## config.mk

```make
export PLATFORM = sky130hd
export DESIGN_NAME = qproc_periph_top
export DESIGN_NICKNAME = d
export VERILOG_FILES = /design/src/verilog/qproc_pkg.sv /design/src/verilog/usr_op_decoder.sv /design/src/verilog/resp_capture.sv /design/src/verilog/src_select.sv /design/src/verilog/qproc_periph_top.sv
export SDC_FILE = /design/constraint.sdc
export NUM_CORES = 1
export LEC_CHECK = 0
export ABC_AREA = 1
export BUFFER_PORTS_ARGS = -buffer_cell sky130_fd_sc_hd__buf_2
export CAP_MARGIN = 15
export CELL_PAD_IN_SITES_DETAIL_PLACEMENT = 1
export CELL_PAD_IN_SITES_GLOBAL_PLACEMENT = 2
export CORE_AREA = 2 2 306 308
export DETAILED_ROUTE_END_ITERATION = 10
export DIE_AREA = 0 0 308 310
export PLACE_DENSITY_LB_ADDON = 0.1
export SLEW_MARGIN = 15
export SYNTH_ARGS = -nofsm -noshare
export SYNTH_HDL_FRONTEND = slang
export SYNTH_HIERARCHICAL = 1
export SYNTH_SLANG_ARGS = --single-unit
```

## constraint.sdc

```tcl
create_clock -name c_clk_i -period 1.3 [get_ports c_clk_i]
set_input_delay 0.065 -clock c_clk_i [delete_from_list [all_inputs] [get_ports c_clk_i]]
set_output_delay 0.065 -clock c_clk_i [all_outputs]
set_load 0.005 [all_outputs]
```

## src/verilog/qproc_pkg.sv

```systemverilog
////////////////////////////////////////////////////////////
// Shared widths, payload types, request classes and
// selector codes for the peripheral interface
////////////////////////////////////////////////////////////

package qproc_pkg;

   // Peripheral data word
   localparam int unsigned DT_W = 32;

   // Two-word peripheral payload, word 0 sits in the upper half
   typedef logic [0:1][DT_W-1:0] dt_pair_t;

   // One input port sample
   typedef logic [63:0] port_dt_t;

   // User control byte and its operation field
   typedef logic [7:0] usr_ctrl_t;
   typedef logic [4:0] usr_op_t;

   // Internal class, taken from ctrl[7:4]
   localparam logic [3:0] OPC_FLAG = 4'd1;

   // External classes, taken from ctrl[7:5]
   localparam logic [2:0] EXT_NET = 3'd4;
   localparam logic [2:0] EXT_COM = 3'd5;
   localparam logic [2:0] EXT_P1  = 3'd6;
   localparam logic [2:0] EXT_P2  = 3'd7;

   typedef logic [1:0] ext_idx_t;

   ////////////////////////////////////////////////////////////
   // Read-data source codes, unlisted values read w_dt
   typedef logic [3:0] src_sel_t;
   localparam src_sel_t SRC_W_DT = 4'd0;
   localparam src_sel_t SRC_NET  = 4'd1;
   localparam src_sel_t SRC_COM  = 4'd2;
   localparam src_sel_t SRC_P1   = 4'd3;
   localparam src_sel_t SRC_P2   = 4'd4;
   localparam src_sel_t SRC_PORT = 4'd5;

   // Flag source codes
   typedef logic [2:0] flg_sel_t;
   localparam flg_sel_t FLG_INT    = 3'd0;
   localparam flg_sel_t FLG_HOST   = 3'd1;
   localparam flg_sel_t FLG_EXT    = 3'd2;
   localparam flg_sel_t FLG_PORT   = 3'd3;
   localparam flg_sel_t FLG_NET    = 3'd4;
   localparam flg_sel_t FLG_COM    = 3'd5;
   localparam flg_sel_t FLG_P1     = 3'd6;
   localparam flg_sel_t FLG_P2_NEW = 3'd7;

   // Status word port fields
   localparam int unsigned ST_PORT_ANY = 15;
   localparam int unsigned ST_PORT_LSB = 16;

endpackage

```

## src/verilog/usr_op_decoder.sv

```systemverilog
`timescale 1ns/1ps
////////////////////////////////////////////////////////////
// Registered decode of user requests into peripheral
// enables, flag strobes and latched operands
////////////////////////////////////////////////////////////

module usr_op_decoder import qproc_pkg::*; (
   input  logic            c_clk_i,
   input  logic            ps_rst_ni,
   input  logic            usr_en_i,
   input  usr_ctrl_t       usr_ctrl_i,
   input  logic [DT_W-1:0] usr_a_dt_i,
   input  logic [DT_W-1:0] usr_b_dt_i,
   input  logic [DT_W-1:0] usr_c_dt_i,
   input  logic [DT_W-1:0] usr_d_dt_i,
   output logic [3:0]      ext_en_o,
   output logic            int_flag_set_o,
   output logic            int_flag_clr_o,
   output logic            int_flag_inv_o,
   output logic [DT_W-1:0] periph_a_dt_o,
   output logic [DT_W-1:0] periph_b_dt_o,
   output logic [DT_W-1:0] periph_c_dt_o,
   output logic [DT_W-1:0] periph_d_dt_o,
   output usr_op_t         periph_op_o
);

   logic [3:0] int_cls;
   logic [2:0] ext_cls;
   usr_op_t    usr_op;
   ext_idx_t   ext_idx;
   logic       ext_hit;
   logic       flag_hit;
   logic [3:0] ext_en_d;

   assign int_cls = usr_ctrl_i[7:4];
   assign ext_cls = usr_ctrl_i[7:5];
   assign usr_op  = usr_ctrl_i[4:0];

   // External class to peripheral index
   always_comb begin
      ext_hit = 1'b1;
      ext_idx = 2'd0;
      case (ext_cls)
         EXT_NET: ext_idx = 2'd0;
         EXT_COM: ext_idx = 2'd1;
         EXT_P1:  ext_idx = 2'd2;
         EXT_P2:  ext_idx = 2'd3;
         default: ext_hit = 1'b0;
      endcase
   end

   // Time, arith and div classes fall through to nothing
   assign flag_hit = usr_en_i && (int_cls == OPC_FLAG);

   always_comb begin
      ext_en_d = '0;
      if (usr_en_i && ext_hit) begin
         ext_en_d[ext_idx] = 1'b1;
      end
   end

   ////////////////////////////////////////////////////////////
   // Single-cycle strobes
   always_ff @(posedge c_clk_i or negedge ps_rst_ni) begin
      if (!ps_rst_ni) begin
         ext_en_o       <= '0;
         int_flag_set_o <= 1'b0;
         int_flag_clr_o <= 1'b0;
         int_flag_inv_o <= 1'b0;
      end else begin
         ext_en_o       <= ext_en_d;
         int_flag_set_o <= flag_hit && usr_op[0];
         int_flag_clr_o <= flag_hit && usr_op[1];
         int_flag_inv_o <= flag_hit && usr_op[2];
      end
   end

   // Operands and operation hold until the next request
   always_ff @(posedge c_clk_i or negedge ps_rst_ni) begin
      if (!ps_rst_ni) begin
         periph_a_dt_o <= '0;
         periph_b_dt_o <= '0;
         periph_c_dt_o <= '0;
         periph_d_dt_o <= '0;
         periph_op_o   <= '0;
      end else if (usr_en_i) begin
         periph_a_dt_o <= usr_a_dt_i;
         periph_b_dt_o <= usr_b_dt_i;
         periph_c_dt_o <= usr_c_dt_i;
         periph_d_dt_o <= usr_d_dt_i;
         periph_op_o   <= usr_op;
      end
   end

   // One request class active per cycle
   a_one_class : assert property (@(posedge c_clk_i) disable iff (!ps_rst_ni)
      $onehot0(ext_en_o) &&
      !((|ext_en_o) && (int_flag_set_o || int_flag_clr_o || int_flag_inv_o)));

endmodule

```

## src/verilog/resp_capture.sv

```systemverilog
`timescale 1ns/1ps
////////////////////////////////////////////////////////////
// Response latch with new-data marker, generic payload
////////////////////////////////////////////////////////////

module resp_capture import qproc_pkg::*; #(
   parameter type PAYLOAD_T = dt_pair_t
) (
   input  logic     c_clk_i,
   input  logic     ps_rst_ni,
   input  logic     vld_i,
   input  PAYLOAD_T dt_i,
   input  logic     clr_i,
   output PAYLOAD_T dt_o,
   output logic     new_o
);

   PAYLOAD_T dt_q;
   logic     new_q;

   // Valid beats a clear in the same cycle
   always_ff @(posedge c_clk_i or negedge ps_rst_ni) begin
      if (!ps_rst_ni) begin
         new_q <= 1'b0;
      end else if (vld_i) begin
         new_q <= 1'b1;
      end else if (clr_i) begin
         new_q <= 1'b0;
      end
   end

   // Last payload stays put across a clear
   always_ff @(posedge c_clk_i or negedge ps_rst_ni) begin
      if (!ps_rst_ni) begin
         dt_q <= '0;
      end else if (vld_i) begin
         dt_q <= dt_i;
      end
   end

   assign dt_o  = dt_q;
   assign new_o = new_q;

   // Every accepted response is flagged on the next cycle
   a_new_after_vld : assert property (@(posedge c_clk_i) disable iff (!ps_rst_ni)
      vld_i |=> new_o);

endmodule

```

## src/verilog/src_select.sv

```systemverilog
`timescale 1ns/1ps
////////////////////////////////////////////////////////////
// Flag registers, ready tracking, status word and the
// flag and read-data source multiplexers
////////////////////////////////////////////////////////////

module src_select import qproc_pkg::*; #(
   parameter int unsigned IN_PORT_QTY = 1
) (
   input  logic                   c_clk_i,
   input  logic                   ps_rst_ni,
   input  logic                   int_flag_set_i,
   input  logic                   int_flag_clr_i,
   input  logic                   int_flag_inv_i,
   input  logic                   host_flag_set_i,
   input  logic                   host_flag_clr_i,
   input  logic                   ext_flag_i,
   input  logic                   net_flag_i,
   input  logic                   com_flag_i,
   input  logic                   p1_flag_i,
   input  logic [3:0]             rdy_i,
   input  logic [3:0]             new_i,
   input  logic [IN_PORT_QTY-1:0] port_new_i,
   input  port_dt_t               port0_dt_i,
   input  dt_pair_t               net_dt_i,
   input  dt_pair_t               com_dt_i,
   input  dt_pair_t               p1_dt_i,
   input  dt_pair_t               p2_dt_i,
   input  dt_pair_t               w_dt_i,
   input  flg_sel_t               flg_sel_i,
   input  src_sel_t               src_sel_i,
   output logic                   flag_o,
   output logic [31:0]            status_o,
   output dt_pair_t               r_dt_o
);

   logic        int_flag_r;
   logic        host_flag_r;
   logic [1:0]  ext_flag_sync;
   logic [3:0]  rdy_r;
   logic [15:0] port_new_w;
   logic        port_any;

   ////////////////////////////////////////////////////////////
   // Flag registers

   always_ff @(posedge c_clk_i or negedge ps_rst_ni) begin
      if (!ps_rst_ni) begin
         int_flag_r  <= 1'b0;
         host_flag_r <= 1'b0;
      end else begin
         if (int_flag_set_i) begin
            int_flag_r <= 1'b1;
         end else if (int_flag_clr_i) begin
            int_flag_r <= 1'b0;
         end else if (int_flag_inv_i) begin
            int_flag_r <= ~int_flag_r;
         end
         // Host set wins over clear
         if (host_flag_set_i) begin
            host_flag_r <= 1'b1;
         end else if (host_flag_clr_i) begin
            host_flag_r <= 1'b0;
         end
      end
   end

   // Async external flag, two-flop synchronizer
   always_ff @(posedge c_clk_i or negedge ps_rst_ni) begin
      if (!ps_rst_ni) begin
         ext_flag_sync <= 2'b00;
      end else begin
         ext_flag_sync <= {ext_flag_sync[0], ext_flag_i};
      end
   end

   // Peripherals count as ready out of reset
   always_ff @(posedge c_clk_i or negedge ps_rst_ni) begin
      if (!ps_rst_ni) begin
         rdy_r <= 4'hF;
      end else begin
         rdy_r <= rdy_i;
      end
   end

   ////////////////////////////////////////////////////////////
   // Status word

   always_comb begin
      port_new_w = '0;
      port_new_w[IN_PORT_QTY-1:0] = port_new_i;
   end

   assign port_any = |port_new_i;

   // Ready/new pairs from bit 4 up, net first
   always_comb begin
      status_o = '0;
      for (int k = 0; k < 4; k++) begin
         status_o[4 + 2*k] = rdy_r[k];
         status_o[5 + 2*k] = new_i[k];
      end
      status_o[ST_PORT_ANY]       = port_any;
      status_o[ST_PORT_LSB +: 16] = port_new_w;
   end

   ////////////////////////////////////////////////////////////
   // Source multiplexers

   always_comb begin
      flag_o = int_flag_r;
      case (flg_sel_i)
         FLG_INT:    flag_o = int_flag_r;
         FLG_HOST:   flag_o = host_flag_r;
         FLG_EXT:    flag_o = ext_flag_sync[1];
         FLG_PORT:   flag_o = port_any;
         FLG_NET:    flag_o = net_flag_i;
         FLG_COM:    flag_o = com_flag_i;
         FLG_P1:     flag_o = p1_flag_i;
         FLG_P2_NEW: flag_o = new_i[3];
         default:    flag_o = int_flag_r;
      endcase
   end

   // Port read puts the low half out as word 0
   always_comb begin
      case (src_sel_i)
         SRC_W_DT: r_dt_o = w_dt_i;
         SRC_NET:  r_dt_o = net_dt_i;
         SRC_COM:  r_dt_o = com_dt_i;
         SRC_P1:   r_dt_o = p1_dt_i;
         SRC_P2:   r_dt_o = p2_dt_i;
         SRC_PORT: r_dt_o = {port0_dt_i[31:0], port0_dt_i[63:32]};
         default:  r_dt_o = w_dt_i;
      endcase
   end

   // Internal flag only moves on a decoder strobe
   a_int_flag_stable : assert property (@(posedge c_clk_i) disable iff (!ps_rst_ni)
      !(int_flag_set_i || int_flag_clr_i || int_flag_inv_i) |=> $stable(int_flag_r));

endmodule

```

## src/verilog/qproc_periph_top.sv

```systemverilog
`timescale 1ns/1ps
////////////////////////////////////////////////////////////
// Peripheral side of the processor, decoder to selector
////////////////////////////////////////////////////////////

module qproc_periph_top import qproc_pkg::*; #(
   parameter int unsigned IN_PORT_QTY = 1
) (
   input  logic            c_clk_i,
   input  logic            ps_rst_ni,
   // User requests from the core
   input  logic            usr_en_i,
   input  usr_ctrl_t       usr_ctrl_i,
   input  logic [DT_W-1:0] usr_a_dt_i,
   input  logic [DT_W-1:0] usr_b_dt_i,
   input  logic [DT_W-1:0] usr_c_dt_i,
   input  logic [DT_W-1:0] usr_d_dt_i,
   // Peripheral responses
   input  logic            qnet_vld_i,
   input  dt_pair_t        qnet_dt_i,
   input  logic            qnet_rdy_i,
   input  logic            qnet_clr_i,
   input  logic            qcom_vld_i,
   input  dt_pair_t        qcom_dt_i,
   input  logic            qcom_rdy_i,
   input  logic            qcom_clr_i,
   input  logic            qp1_vld_i,
   input  dt_pair_t        qp1_dt_i,
   input  logic            qp1_rdy_i,
   input  logic            qp1_clr_i,
   input  logic            qp2_vld_i,
   input  dt_pair_t        qp2_dt_i,
   input  logic            qp2_rdy_i,
   input  logic            qp2_clr_i,
   input  logic            qnet_flag_i,
   input  logic            qcom_flag_i,
   input  logic            qp1_flag_i,
   // Input ports
   input  logic            port_tvalid_i [IN_PORT_QTY],
   input  port_dt_t        port_tdata_i  [IN_PORT_QTY],
   input  logic            port_clr_i,
   // Flags and selectors
   input  logic            ext_flag_i,
   input  logic            host_flag_set_i,
   input  logic            host_flag_clr_i,
   input  flg_sel_t        flg_sel_i,
   input  src_sel_t        src_sel_i,
   input  dt_pair_t        w_dt_i,
   // Peripheral requests
   output logic            qnet_en_o,
   output logic            qcom_en_o,
   output logic            qp1_en_o,
   output logic            qp2_en_o,
   output logic [DT_W-1:0] periph_a_dt_o,
   output logic [DT_W-1:0] periph_b_dt_o,
   output logic [DT_W-1:0] periph_c_dt_o,
   output logic [DT_W-1:0] periph_d_dt_o,
   output usr_op_t         periph_op_o,
   // Core view
   output logic            flag_o,
   output logic [31:0]     status_o,
   output dt_pair_t        core_r_dt_o
);

   logic [3:0]             ext_en;
   logic                   int_flag_set;
   logic                   int_flag_clr;
   logic                   int_flag_inv;
   dt_pair_t               net_dt;
   dt_pair_t               com_dt;
   dt_pair_t               p1_dt;
   dt_pair_t               p2_dt;
   logic [3:0]             resp_new;
   logic [IN_PORT_QTY-1:0] port_new;
   port_dt_t               port_dt [IN_PORT_QTY];

   usr_op_decoder u_decoder (
      .c_clk_i        (c_clk_i),
      .ps_rst_ni      (ps_rst_ni),
      .usr_en_i       (usr_en_i),
      .usr_ctrl_i     (usr_ctrl_i),
      .usr_a_dt_i     (usr_a_dt_i),
      .usr_b_dt_i     (usr_b_dt_i),
      .usr_c_dt_i     (usr_c_dt_i),
      .usr_d_dt_i     (usr_d_dt_i),
      .ext_en_o       (ext_en),
      .int_flag_set_o (int_flag_set),
      .int_flag_clr_o (int_flag_clr),
      .int_flag_inv_o (int_flag_inv),
      .periph_a_dt_o  (periph_a_dt_o),
      .periph_b_dt_o  (periph_b_dt_o),
      .periph_c_dt_o  (periph_c_dt_o),
      .periph_d_dt_o  (periph_d_dt_o),
      .periph_op_o    (periph_op_o)
   );

   assign qnet_en_o = ext_en[0];
   assign qcom_en_o = ext_en[1];
   assign qp1_en_o  = ext_en[2];
   assign qp2_en_o  = ext_en[3];

   ////////////////////////////////////////////////////////////
   // Response capture, one per peripheral, own clear each

   resp_capture #(.PAYLOAD_T(dt_pair_t)) u_cap_net (
      .c_clk_i(c_clk_i), .ps_rst_ni(ps_rst_ni), .vld_i(qnet_vld_i),
      .dt_i(qnet_dt_i), .clr_i(qnet_clr_i), .dt_o(net_dt), .new_o(resp_new[0])
   );

   resp_capture #(.PAYLOAD_T(dt_pair_t)) u_cap_com (
      .c_clk_i(c_clk_i), .ps_rst_ni(ps_rst_ni), .vld_i(qcom_vld_i),
      .dt_i(qcom_dt_i), .clr_i(qcom_clr_i), .dt_o(com_dt), .new_o(resp_new[1])
   );

   resp_capture #(.PAYLOAD_T(dt_pair_t)) u_cap_p1 (
      .c_clk_i(c_clk_i), .ps_rst_ni(ps_rst_ni), .vld_i(qp1_vld_i),
      .dt_i(qp1_dt_i), .clr_i(qp1_clr_i), .dt_o(p1_dt), .new_o(resp_new[2])
   );

   resp_capture #(.PAYLOAD_T(dt_pair_t)) u_cap_p2 (
      .c_clk_i(c_clk_i), .ps_rst_ni(ps_rst_ni), .vld_i(qp2_vld_i),
      .dt_i(qp2_dt_i), .clr_i(qp2_clr_i), .dt_o(p2_dt), .new_o(resp_new[3])
   );

   // Input ports share one clear
   for (genvar i = 0; i < IN_PORT_QTY; i++) begin : g_port
      resp_capture #(.PAYLOAD_T(port_dt_t)) u_cap_port (
         .c_clk_i(c_clk_i), .ps_rst_ni(ps_rst_ni), .vld_i(port_tvalid_i[i]),
         .dt_i(port_tdata_i[i]), .clr_i(port_clr_i), .dt_o(port_dt[i]),
         .new_o(port_new[i])
      );
   end

   src_select #(.IN_PORT_QTY(IN_PORT_QTY)) u_select (
      .c_clk_i         (c_clk_i),
      .ps_rst_ni       (ps_rst_ni),
      .int_flag_set_i  (int_flag_set),
      .int_flag_clr_i  (int_flag_clr),
      .int_flag_inv_i  (int_flag_inv),
      .host_flag_set_i (host_flag_set_i),
      .host_flag_clr_i (host_flag_clr_i),
      .ext_flag_i      (ext_flag_i),
      .net_flag_i      (qnet_flag_i),
      .com_flag_i      (qcom_flag_i),
      .p1_flag_i       (qp1_flag_i),
      .rdy_i           ({qp2_rdy_i, qp1_rdy_i, qcom_rdy_i, qnet_rdy_i}),
      .new_i           (resp_new),
      .port_new_i      (port_new),
      .port0_dt_i      (port_dt[0]),
      .net_dt_i        (net_dt),
      .com_dt_i        (com_dt),
      .p1_dt_i         (p1_dt),
      .p2_dt_i         (p2_dt),
      .w_dt_i          (w_dt_i),
      .flg_sel_i       (flg_sel_i),
      .src_sel_i       (src_sel_i),
      .flag_o          (flag_o),
      .status_o        (status_o),
      .r_dt_o          (core_r_dt_o)
   );

endmodule

```

==> impl_metrics.yaml, run 1 <==
status:
  status: "finished with violations"
  violations: "setup timing"
synthesis:
  yosysWarnings: 6
  synth.area.top_cells: "dfrtp_1, nand2_1, nand3_1"
  syn_area_um2: 22700
  yosysTopAreaCell: "dfrtp_1"
  yosysUniqueCellTypes: 25
  ys_seq_elements: 473
  synth_top_area_share: 0.517
  syn_inst: 2868
  seq_area_frac_synth: 0.521
  syn_area_per_cell_um2: 7.92
setup_path:
  path_max_fanout: 2
  required_ns: 1.24
  timing.rr.end: "u_decoder/periph_a_dt_o[25]"
  path_buf_inv: 2
  rrSetupSlack_ns: 0.08
  path_cells: "nand3_1 > nand2_1 > nor2_1 > buf_4 > nand3_4 > buf_6"
  arrival_ns: 1.72
  reg2reg_from: "u_decoder/periph_a_dt_o[25]"
  max_stage_delay_ns: 0.43
  worst_r2r_path_depth: 3
  crit_family: "flip-flops"
  critPathKind: "reg2out"
  start_kind: "flop"
  slowest_stage: "dfrtp_1"
  end_kind: "output port"
layout:
  nNetsFinal: 5037
  fin_area_um2: 39700
  area_delta_synth_final_pct: 74.8
  drive_above_1_share: 0.301
routing:
  avgViaCountPerCell: 4.43
  wire_per_inst_um: 20.8
  drt-pass1-iter-count: 5
  wirelength_um: 120000
  drc: 0
  drtAntennaViolNets: 0
  num_vias: 25500
  drtIter0Drc: 1266
global_route:
  track_usage: 0.242
  antenna_found_initial: 37
  grt.overflow.total: 0
  grt_pass1_wl_um: 175000
  grt_pass1_vias: 27800
  grt_max_degree: 66
sta:
  slew_headroom: 0.545
  setup_viol: 71
  post-route-min-period_ns: 1.79
  fin_ws_ns: -0.487
  drv_slew: 0
  finalCritPeriodShare: 1.37
  hold_ws_ns: 0.0268
  rsz0062_at_grt: "true"
  max_freq_ghz: 0.560
  finalHoldViolations: 0
  finClkSkew_ns: 0.000463
  worst_pin_slew_ns: 0.680
hold_path:
  hp-class: "in2reg"
  hold_path_depth: 4
  min_to: "g_port[0].u_cap_port/dt_o[40]"
  min_from: "port_tvalid_i"
floorplanning:
  rows: 112
  dieArea_um2: 95500
  coreArea_um2: 92500
  ioPinCount: 784
  start_util: 0.246
  dieWidth_um: 308
  die_h_um: 310
flow_run:
  cap_viol_max_count: 0
placement:
  globalplace.congestion: 0.952
  dp_hpwl_um: 85600
  io_buffers: 761
  post_dp_cell_area_um2: 28000
clock_tree:
  clk_pin_slew_ns: 0.06
  htree_levels: 2
  cts_made_buffers: 59
  clock_path_buffers: 3
  tritoncts: "built"
  insertion_delay_ns: 0.65
  root_buffer: "clkbuf_16"
  clock-sinks: 473
power_and_ir_drop:
  leakagePower_nw: 20.4
  worst_ir_drop_vdd_uv: 1110
  power_density_nw_per_um2: 1070
through the flow:
stage | worst slack (ns) | setup TNS (ns) | power, mW | instances | util
6_report | -0.487 | -23.38 | 42.7 | 5755 | 0.429
5_1_grt | -0.556 | -29.83 | 44.8 | 5753 | 0.429
4_1_cts | -0.547 | -57.46 | 42.9 | 5697 | 0.420
3_5_place_dp | -0.414 | -17.26 | 23.1 | 4779 | 0.303
3_3_place_gp | -0.418 | -16.95 | 23.0 | 4779 | 0.303
2_1_floorplan | 0.266 | 0 | 19.6 | 2889 | -
kinds of logic after synthesis:
kind of cell	synth area share
AND/OR/NAND/NOR	0.317
other	0.000165
flip-flops	0.521
buffers and inverters	0.116
AO/OA/AOI/OAI	0.0450
XOR/XNOR	0.000386
cell usage in the layout (no fill, tap or decap), drive strengths merged:
cell / netlist / routed
a21oi: 3 / 3
buf: 171 / 949
bufinv: 0 / 4
clkbuf: 28 / 93
clkinv: 0 / 11
clkinvlp: 0 / 2
conb: 1 / 22
dfrtp: 469 / 469
dfstp: 4 / 4
diode: 0 / 24
dlygate4sd3: 0 / 784
inv: 280 / 281
nand2: 1243 / 1243
nand3: 389 / 389
nor2: 141 / 141
nor3: 4 / 4
o21ai: 132 / 132
o21bai: 2 / 2
xnor2: 1 / 1
where the power goes:
part           switching, mW  internal (mW)
logic                   4.24           4.35
clock network           7.02           10.1
registers              0.952           16.0
state kept, by name, summed over array words and instances (netlist names), 2 cells and up:
| name | flops |
|---|---|
| g_port.u_cap_port/dt_o | 64 |
| u_cap_com/dt_o | 64 |
| u_cap_net/dt_o | 64 |
| u_cap_p1/dt_o | 64 |
| u_cap_p2/dt_o | 64 |
| u_decoder/periph_a_dt_o | 32 |
| u_decoder/periph_b_dt_o | 32 |
| u_decoder/periph_c_dt_o | 32 |
| u_decoder/periph_d_dt_o | 32 |
| u_decoder/periph_op_o | 5 |
| u_decoder/ext_en_o | 4 |
| u_select/rdy_r | 4 |
| u_select/ext_flag_sync | 2 |
area by class of cell:
cell class                      instances  area, µm²
Sequential cell                       473      11900
Antenna cell                           24       60.1
Inverter                              280       1050
Multi-Input combinational cell       1937       9330
Clock inverter                         18        235
Clock buffer                           90       1750
Tap cell                             1197       1500
Fill cell                           11100      52800
Timing Repair Buffer                 1736      13900
tightest hold or removal path, cell delays in order:
cell     delay (ns)
buf_2          0.16
buf_12         0.22
nand2_1        0.10
nand2_1        0.06
how the worst max path moves through the flow:
| stage | startpoint | endpoint | slack (ns) | cells past startpoint |
|---|---|---|---|---|
| global route | u_cap_p1/dt_o[35] | core_r_dt_o[35] | -0.56 | 6 |
| detailed placement | src_sel_i[2] | core_r_dt_o[39] | -0.41 | 11 |
| finish | u_cap_p1/dt_o[35] | core_r_dt_o[35] | -0.49 | 6 |
| CTS | u_cap_p1/dt_o[35] | core_r_dt_o[35] | -0.55 | 6 |
| global placement | src_sel_i[2] | core_r_dt_o[39] | -0.42 | 11 |
| floorplan | src_sel_i[0] | core_r_dt_o[10] | 0.27 | 5 |
layer usage:
layer  up-vias  GRT usage  share of wire
li1      12000          -              -
met1     12600      0.313           0.43
met2       668      0.415           0.49
met3       161     0.0473          0.052
met4        24     0.0596          0.024
met5         -          0         0.0013
synth_stat cells:
cell / instances
nor2_4: 2
nand2_1: 1242
inv_2: 7
clkbuf_8: 10
nand2_2: 1
buf_4: 48
xnor2_1: 1
dfrtp_1: 469
dfstp_2: 4
o21bai_1: 2
nor2_2: 4
conb_1: 1
o21ai_0: 26
nor2_1: 135
buf_1: 6
o21ai_1: 18
buf_6: 67
clkbuf_1: 17
o21ai_2: 88
buf_2: 50
nand3_1: 389
a21oi_1: 3
clkbuf_2: 1
nor3_1: 4
inv_1: 273
repair_timing:
| item | CTS | global route |
|---|---|---|
| endpoints found under the setup margin | 95 | 177 |
| buffers inserted | 28 | 34 |
| cloned | 0 | 2 |
| endpoints found under the hold margin | 944 | 0 |
| gates resized for setup | 198 | 122 |
| hold buffers | 786 | 0 |
| pin swaps | 81 | 93 |
No activity file was read; power rests on OpenSTA's default activity.
==> run 2, diff against run 1 <==
--- a/config.mk
+++ b/config.mk
@@ -6,7 +6,7 @@
 export NUM_CORES = 1
 export LEC_CHECK = 0
 export ABC_AREA = 1
-export BUFFER_PORTS_ARGS = -buffer_cell sky130_fd_sc_hd__buf_2
+export BUFFER_PORTS_ARGS = -buffer_cell sky130_fd_sc_hd__buf_4
 export CAP_MARGIN = 15
 export CELL_PAD_IN_SITES_DETAIL_PLACEMENT = 1
 export CELL_PAD_IN_SITES_GLOBAL_PLACEMENT = 2
==> constraint.sdc (replaced) <==
create_clock -name c_clk_i -period 1.3 [get_ports c_clk_i]
set_input_delay 0.13 -clock c_clk_i [delete_from_list [all_inputs] [get_ports c_clk_i]]
set_output_delay 0.13 -clock c_clk_i [all_outputs]
set_load 0.005 [all_outputs]
==> impl_metrics.yaml, run 2 (synthesized netlist as in run 1, its figures left out) <==
status:
  status: "finished with violations"
  violations: "setup timing"
sta:
  setup_viol: 96
  hold_ws_ns: 0.0331
  finalCritPeriodShare: 1.41
  finalHoldViolations: 0
  max_freq_ghz: 0.545
  slew_headroom: 0.502
  drv_slew: 0
  post-route-min-period_ns: 1.84
  fin_ws_ns: -0.536
  worst_pin_slew_ns: 0.744
  tns_ns: -27.47
  finClkSkew_ns: 0.00332
  rsz0062_at_grt: "true"
layout:
  utilization: 0.447
  multi_input_area_um2: 9580
  layout.area.seq_um2: 11800
  nNetsFinal: 4939
  layout_commonest_cell: "nand2_1"
  final_cells: 5650
  drive_above_1_share: 0.328
  layout_common_cells: "nand2_1, buf_4, dlygate4sd3_1"
  fill_cells: 10800
  area_delta_synth_final_pct: 82.3
clock_tree:
  clock-sinks: 473
  htree_levels: 2
  insertion_delay_ns: 0.64
  clk_pin_slew_ns: 0.06
  tritoncts: "built"
  root_buffer: "clkbuf_16"
  cts_made_buffers: 60
  clock_path_buffers: 3
placement:
  globalplace.congestion: 0.928
  dp_hpwl_um: 86800
  io_buffers: 761
  dp_cells: 4786
global_route:
  top_usage_layer: "met2"
  met2_usage: 0.423
  antenna_found_initial: 32
  grt_pass1_wl_um: 175000
  grt.overflow.total: 0
  track_usage: 0.244
  grtUsageMet3: 0.0618
  grt_pass1_vias: 27500
  met1_usage: 0.300
  grt_max_degree: 66
setup_path:
  required_ns: 1.17
  max_stage_delay_ns: 0.41
  slowest_stage: "dfrtp_1"
  path_max_fanout: 2
  crit_family: "flip-flops"
  arrival_ns: 1.71
  path_cells: "nand3_1 > nand2_1 > nor2_1 > buf_4 > nand3_2 > buf_6"
  critPathKind: "reg2out"
  start_kind: "flop"
  end_kind: "output port"
  path_buf_inv: 2
routing:
  drtAntennaViolNets: 0
  wirelength_um: 120000
  drtIter0Drc: 1164
  avgViaCountPerCell: 4.44
  num_vias: 25100
  drc: 0
  wire_per_inst_um: 21.3
  drt-pass1-iter-count: 5
floorplanning:
  ioPinCount: 784
  die_h_um: 310
  coreArea_um2: 92500
  start_util: 0.246
  rows: 112
  dieArea_um2: 95500
  dieWidth_um: 308
power_and_ir_drop:
  total_power_mw: 43.7
  worst_ir_drop_vdd_uv: 981
  seq_power_share: 0.389
  swShare: 0.284
  clock_power_share: 0.388
  p_comb_frac: 0.223
  leakagePower_nw: 21.2
  p_sw_mw: 12.4
  p_int_mw: 31.3
  power_density_nw_per_um2: 1050
flow_run:
  cap_viol_max_count: 0
hold_path:
  hp-class: "in2async"
[run 2: changes by cell type in the layout (fill, tap and decap cells not counted), sizes merged]
cell	before	now
dlygate4sd3	784	620
buf	949	1010
diode	24	16
clkinv	11	14
dlymetal6s4s	0	3
clkbuf	93	91
bufinv	4	5
clkinvlp	2	1
dlymetal6s2s	0	1
inv	281	282
[run 2: stage by stage]
step | setup WS (ns) | instance area, µm²
finish | -0.536 | 41400
global route | -0.607 | 41400
CTS | -0.583 | 40300
detailed placement | -0.453 | 30200
global placement | -0.482 | 30200
floorplan | 0.136 | 22800
[run 2: area by class of cell]
cell class                      instances  area share
Antenna cell                           16    0.000967
Timing Repair Buffer                 1637       0.373
Tap cell                             1197      0.0362
Clock inverter                         22     0.00620
Multi-Input combinational cell       1937       0.232
Clock buffer                           88      0.0408
Inverter                              280      0.0255
Sequential cell                       473       0.286
[run 2: repair_timing]
item | 4_1_cts | 5_1_grt
pin swaps | 114 | 99
gates resized for setup | 404 | 131
hold endpoints to repair | 940 | 0
setup buffers | 56 | 62
setup endpoints to repair | 212 | 251
hold buffers | 627 | 0
gates cloned | 0 | 3
[run 2: worst register-to-register path, delay by kind of cell, from the launching register on]
kind	cells	cell delay (ns)
flip-flops	1	0.38
buffers and inverters	2	0.64
AO/OA/AOI/OAI	1	0.16
[run 2: power groups by stage]
stage          sequential (mW)  clock, mW  combinational (mW)
6_report                  17.0       17.0                9.71
5_1_grt                   17.1       18.0                10.6
4_1_cts                   17.0       17.4                9.36
3_5_place_dp              17.1          0                6.89
3_3_place_gp              17.1          0                6.79
2_1_floorplan             16.9          0                2.77
[run 2: metal layers]
| metal | wire length, µm | part of all wire |
|---|---|---|
| met1 | 50000 | 0.42 |
| met2 | 59900 | 0.50 |
| met3 | 7160 | 0.059 |
| met4 | 3070 | 0.025 |
| met5 | 228 | 0.0019 |
[run 2: worst paths after layout]
check | start | end | slack, ns | cells after the start
worst max-delay path | u_cap_p1/dt_o[35] | core_r_dt_o[35] | -0.54 | 6
worst min-delay path | ps_rst_ni | u_cap_net/dt_o[63] | 0.03 | 2
worst max register to register | u_decoder/periph_a_dt_o[6] | u_decoder/periph_a_dt_o[6] | 0.06 | 3
worst min register to register | u_select/ext_flag_sync[0] | u_select/ext_flag_sync[1] | 0.36 | 0
max in group asynchronous | ps_rst_ni | u_decoder/periph_a_dt_o[7] | 0.45 | 3
min in group c_clk_i | qcom_vld_i | u_cap_com/dt_o[17] | 0.03 | 4
==> run 3, diff against run 2 <==
--- a/config.mk
+++ b/config.mk
@@ -7,13 +7,14 @@
 export LEC_CHECK = 0
 export ABC_AREA = 1
 export BUFFER_PORTS_ARGS = -buffer_cell sky130_fd_sc_hd__buf_4
-export CAP_MARGIN = 15
+export CAP_MARGIN = 10
 export CELL_PAD_IN_SITES_DETAIL_PLACEMENT = 1
 export CELL_PAD_IN_SITES_GLOBAL_PLACEMENT = 2
 export CORE_AREA = 2 2 306 308
 export DETAILED_ROUTE_END_ITERATION = 10
 export DIE_AREA = 0 0 308 310
 export PLACE_DENSITY_LB_ADDON = 0.1
+export RECOVER_POWER = 50
 export SLEW_MARGIN = 15
 export SYNTH_ARGS = -nofsm -noshare
 export SYNTH_HDL_FRONTEND = slang
==> impl_metrics.yaml, run 3 (synthesized netlist as in run 1, its figures left out) <==
clock_tree:
  clk_pin_slew_ns: 0.06
  root_buffer: "clkbuf_16"
  clock_path_buffers: 3
  tritoncts: "built"
  insertion_delay_ns: 0.64
  cts_made_buffers: 60
  clock-sinks: 473
  htree_levels: 2
setup_path:
  slowest_stage: "dfrtp_1"
  crit_family: "flip-flops"
  path_max_fanout: 2
  path_cells: "nand3_1 > nand2_1 > nor2_1 > buf_4 > nand3_2 > buf_6"
  timing.rr.end: "u_decoder/periph_a_dt_o[6]"
  reg2reg_from: "u_decoder/periph_a_dt_o[6]"
  critPathKind: "reg2out"
  end_kind: "output port"
  path_buf_inv: 2
  max_stage_delay_ns: 0.40
  required_ns: 1.17
  crit_cells: 6
  worst_r2r_path_depth: 3
  arrival_ns: 1.68
  rrSetupSlack_ns: 0.04
  start_kind: "flop"
routing:
  wirelength_um: 120000
  drtIter0Drc: 1178
  drtAntennaViolNets: 0
  num_vias: 25100
  drc: 0
  avgViaCountPerCell: 4.44
  drt-pass1-iter-count: 5
  wire_per_inst_um: 21.3
floorplanning:
  die_h_um: 310
  dieWidth_um: 308
  ioPinCount: 784
  start_util: 0.246
  rows: 112
  coreArea_um2: 92500
  dieArea_um2: 95500
sta:
  drv_slew: 0
  post-route-min-period_ns: 1.81
  finalCritPeriodShare: 1.39
  finalHoldViolations: 0
  setup_viol: 184
  fin_ws_ns: -0.513
  finClkSkew_ns: 0.00323
  worst_pin_slew_ns: 1.13
  hold_ws_ns: 0.0309
  max_freq_ghz: 0.552
  rsz0062_at_grt: "true"
  slew_headroom: 0.246
status:
  violations: "setup timing"
  status: "finished with violations"
layout:
  layout_common_cells: "nand2_1, buf_4, dlygate4sd3_1"
  drive_above_1_share: 0.318
  multi_input_area_um2: 9420
  nNetsFinal: 4939
  layout_commonest_cell: "nand2_1"
  fill_cells: 10800
  area_delta_synth_final_pct: 80.9
  layout.area.seq_um2: 11800
hold_path:
  min_to: "u_cap_com/dt_o[17]"
  hp-class: "in2reg"
  hold_path_depth: 4
  min_from: "qcom_vld_i"
power_and_ir_drop:
  worst_ir_drop_vdd_uv: 983
  power_density_nw_per_um2: 1060
  leakagePower_nw: 21.0
placement:
  globalplace.congestion: 0.928
  post-place-ws_ns: -0.453
  io_buffers: 761
  dp_hpwl_um: 86800
flow_run:
  cap_viol_max_count: 0
global_route:
  grt_pass1_vias: 27500
  track_usage: 0.244
  antenna_found_initial: 32
  grt_max_degree: 66
  grt_pass1_wl_um: 175000
  grt.overflow.total: 0
run 3: where the power goes:
| group | internal [mW] | switching [mW] |
|---|---|---|
| Sequential | 16.0 | 0.946 |
| Clock | 9.93 | 7.05 |
| Combinational | 5.21 | 4.35 |
run 3: cell type report:
cell class | count | share of cell area
Tap cell | 1197 | 0.0365
Sequential cell | 473 | 0.288
Inverter | 280 | 0.0257
Multi-Input combinational cell | 1937 | 0.229
Timing Repair Buffer | 1637 | 0.372
Clock inverter | 22 | 0.00624
Clock buffer | 88 | 0.0411
Antenna cell | 17 | 0.00104
run 3: repair_timing:
action,CTS,global route
setup buffers,56,62
hold endpoints to repair,940,0
pin swaps,114,99
gates cloned,0,3
hold buffers,627,0
setup endpoints to repair,212,251
gates resized for setup,404,131
run 3: worst reg2reg max path: cells and delay by family, from the launching register on:
family	cells	cell delay (ns)
AO/OA/AOI/OAI	1	0.08
buffers and inverters	2	0.67
flip-flops	1	0.40
run 3: how the worst max path moves through the flow:
stage,start,end,slack [ns]
6_report,u_cap_p1/dt_o[35],core_r_dt_o[35],-0.51
5_1_grt,u_cap_p2/dt_o[40],core_r_dt_o[40],-0.61
4_1_cts,u_cap_p1/dt_o[10],core_r_dt_o[10],-0.58
3_5_place_dp,src_sel_i[3],core_r_dt_o[40],-0.45
3_3_place_gp,src_sel_i[3],core_r_dt_o[40],-0.48
2_1_floorplan,src_sel_i[0],core_r_dt_o[10],0.14
run 3: stage by stage:
stage	setup TNS, ns	total power [mW]	utilization	instances	cell area (µm²)
after floorplan	0	19.6	-	2889	22800
after global placement	-22.09	23.9	0.326	4786	30200
after detailed placement	-21.58	24.0	0.326	4786	30200
final	-38.17	43.5	0.444	5651	41100
after CTS	-46.10	43.8	0.436	5576	40300
after global routing	-62.68	45.5	0.444	5649	41100
run 3: layer usage:
layer  share of wire  GRT usage
met4           0.025     0.0675
met2            0.50      0.423
met3           0.060     0.0618
met1            0.41      0.300
met5          0.0019          0
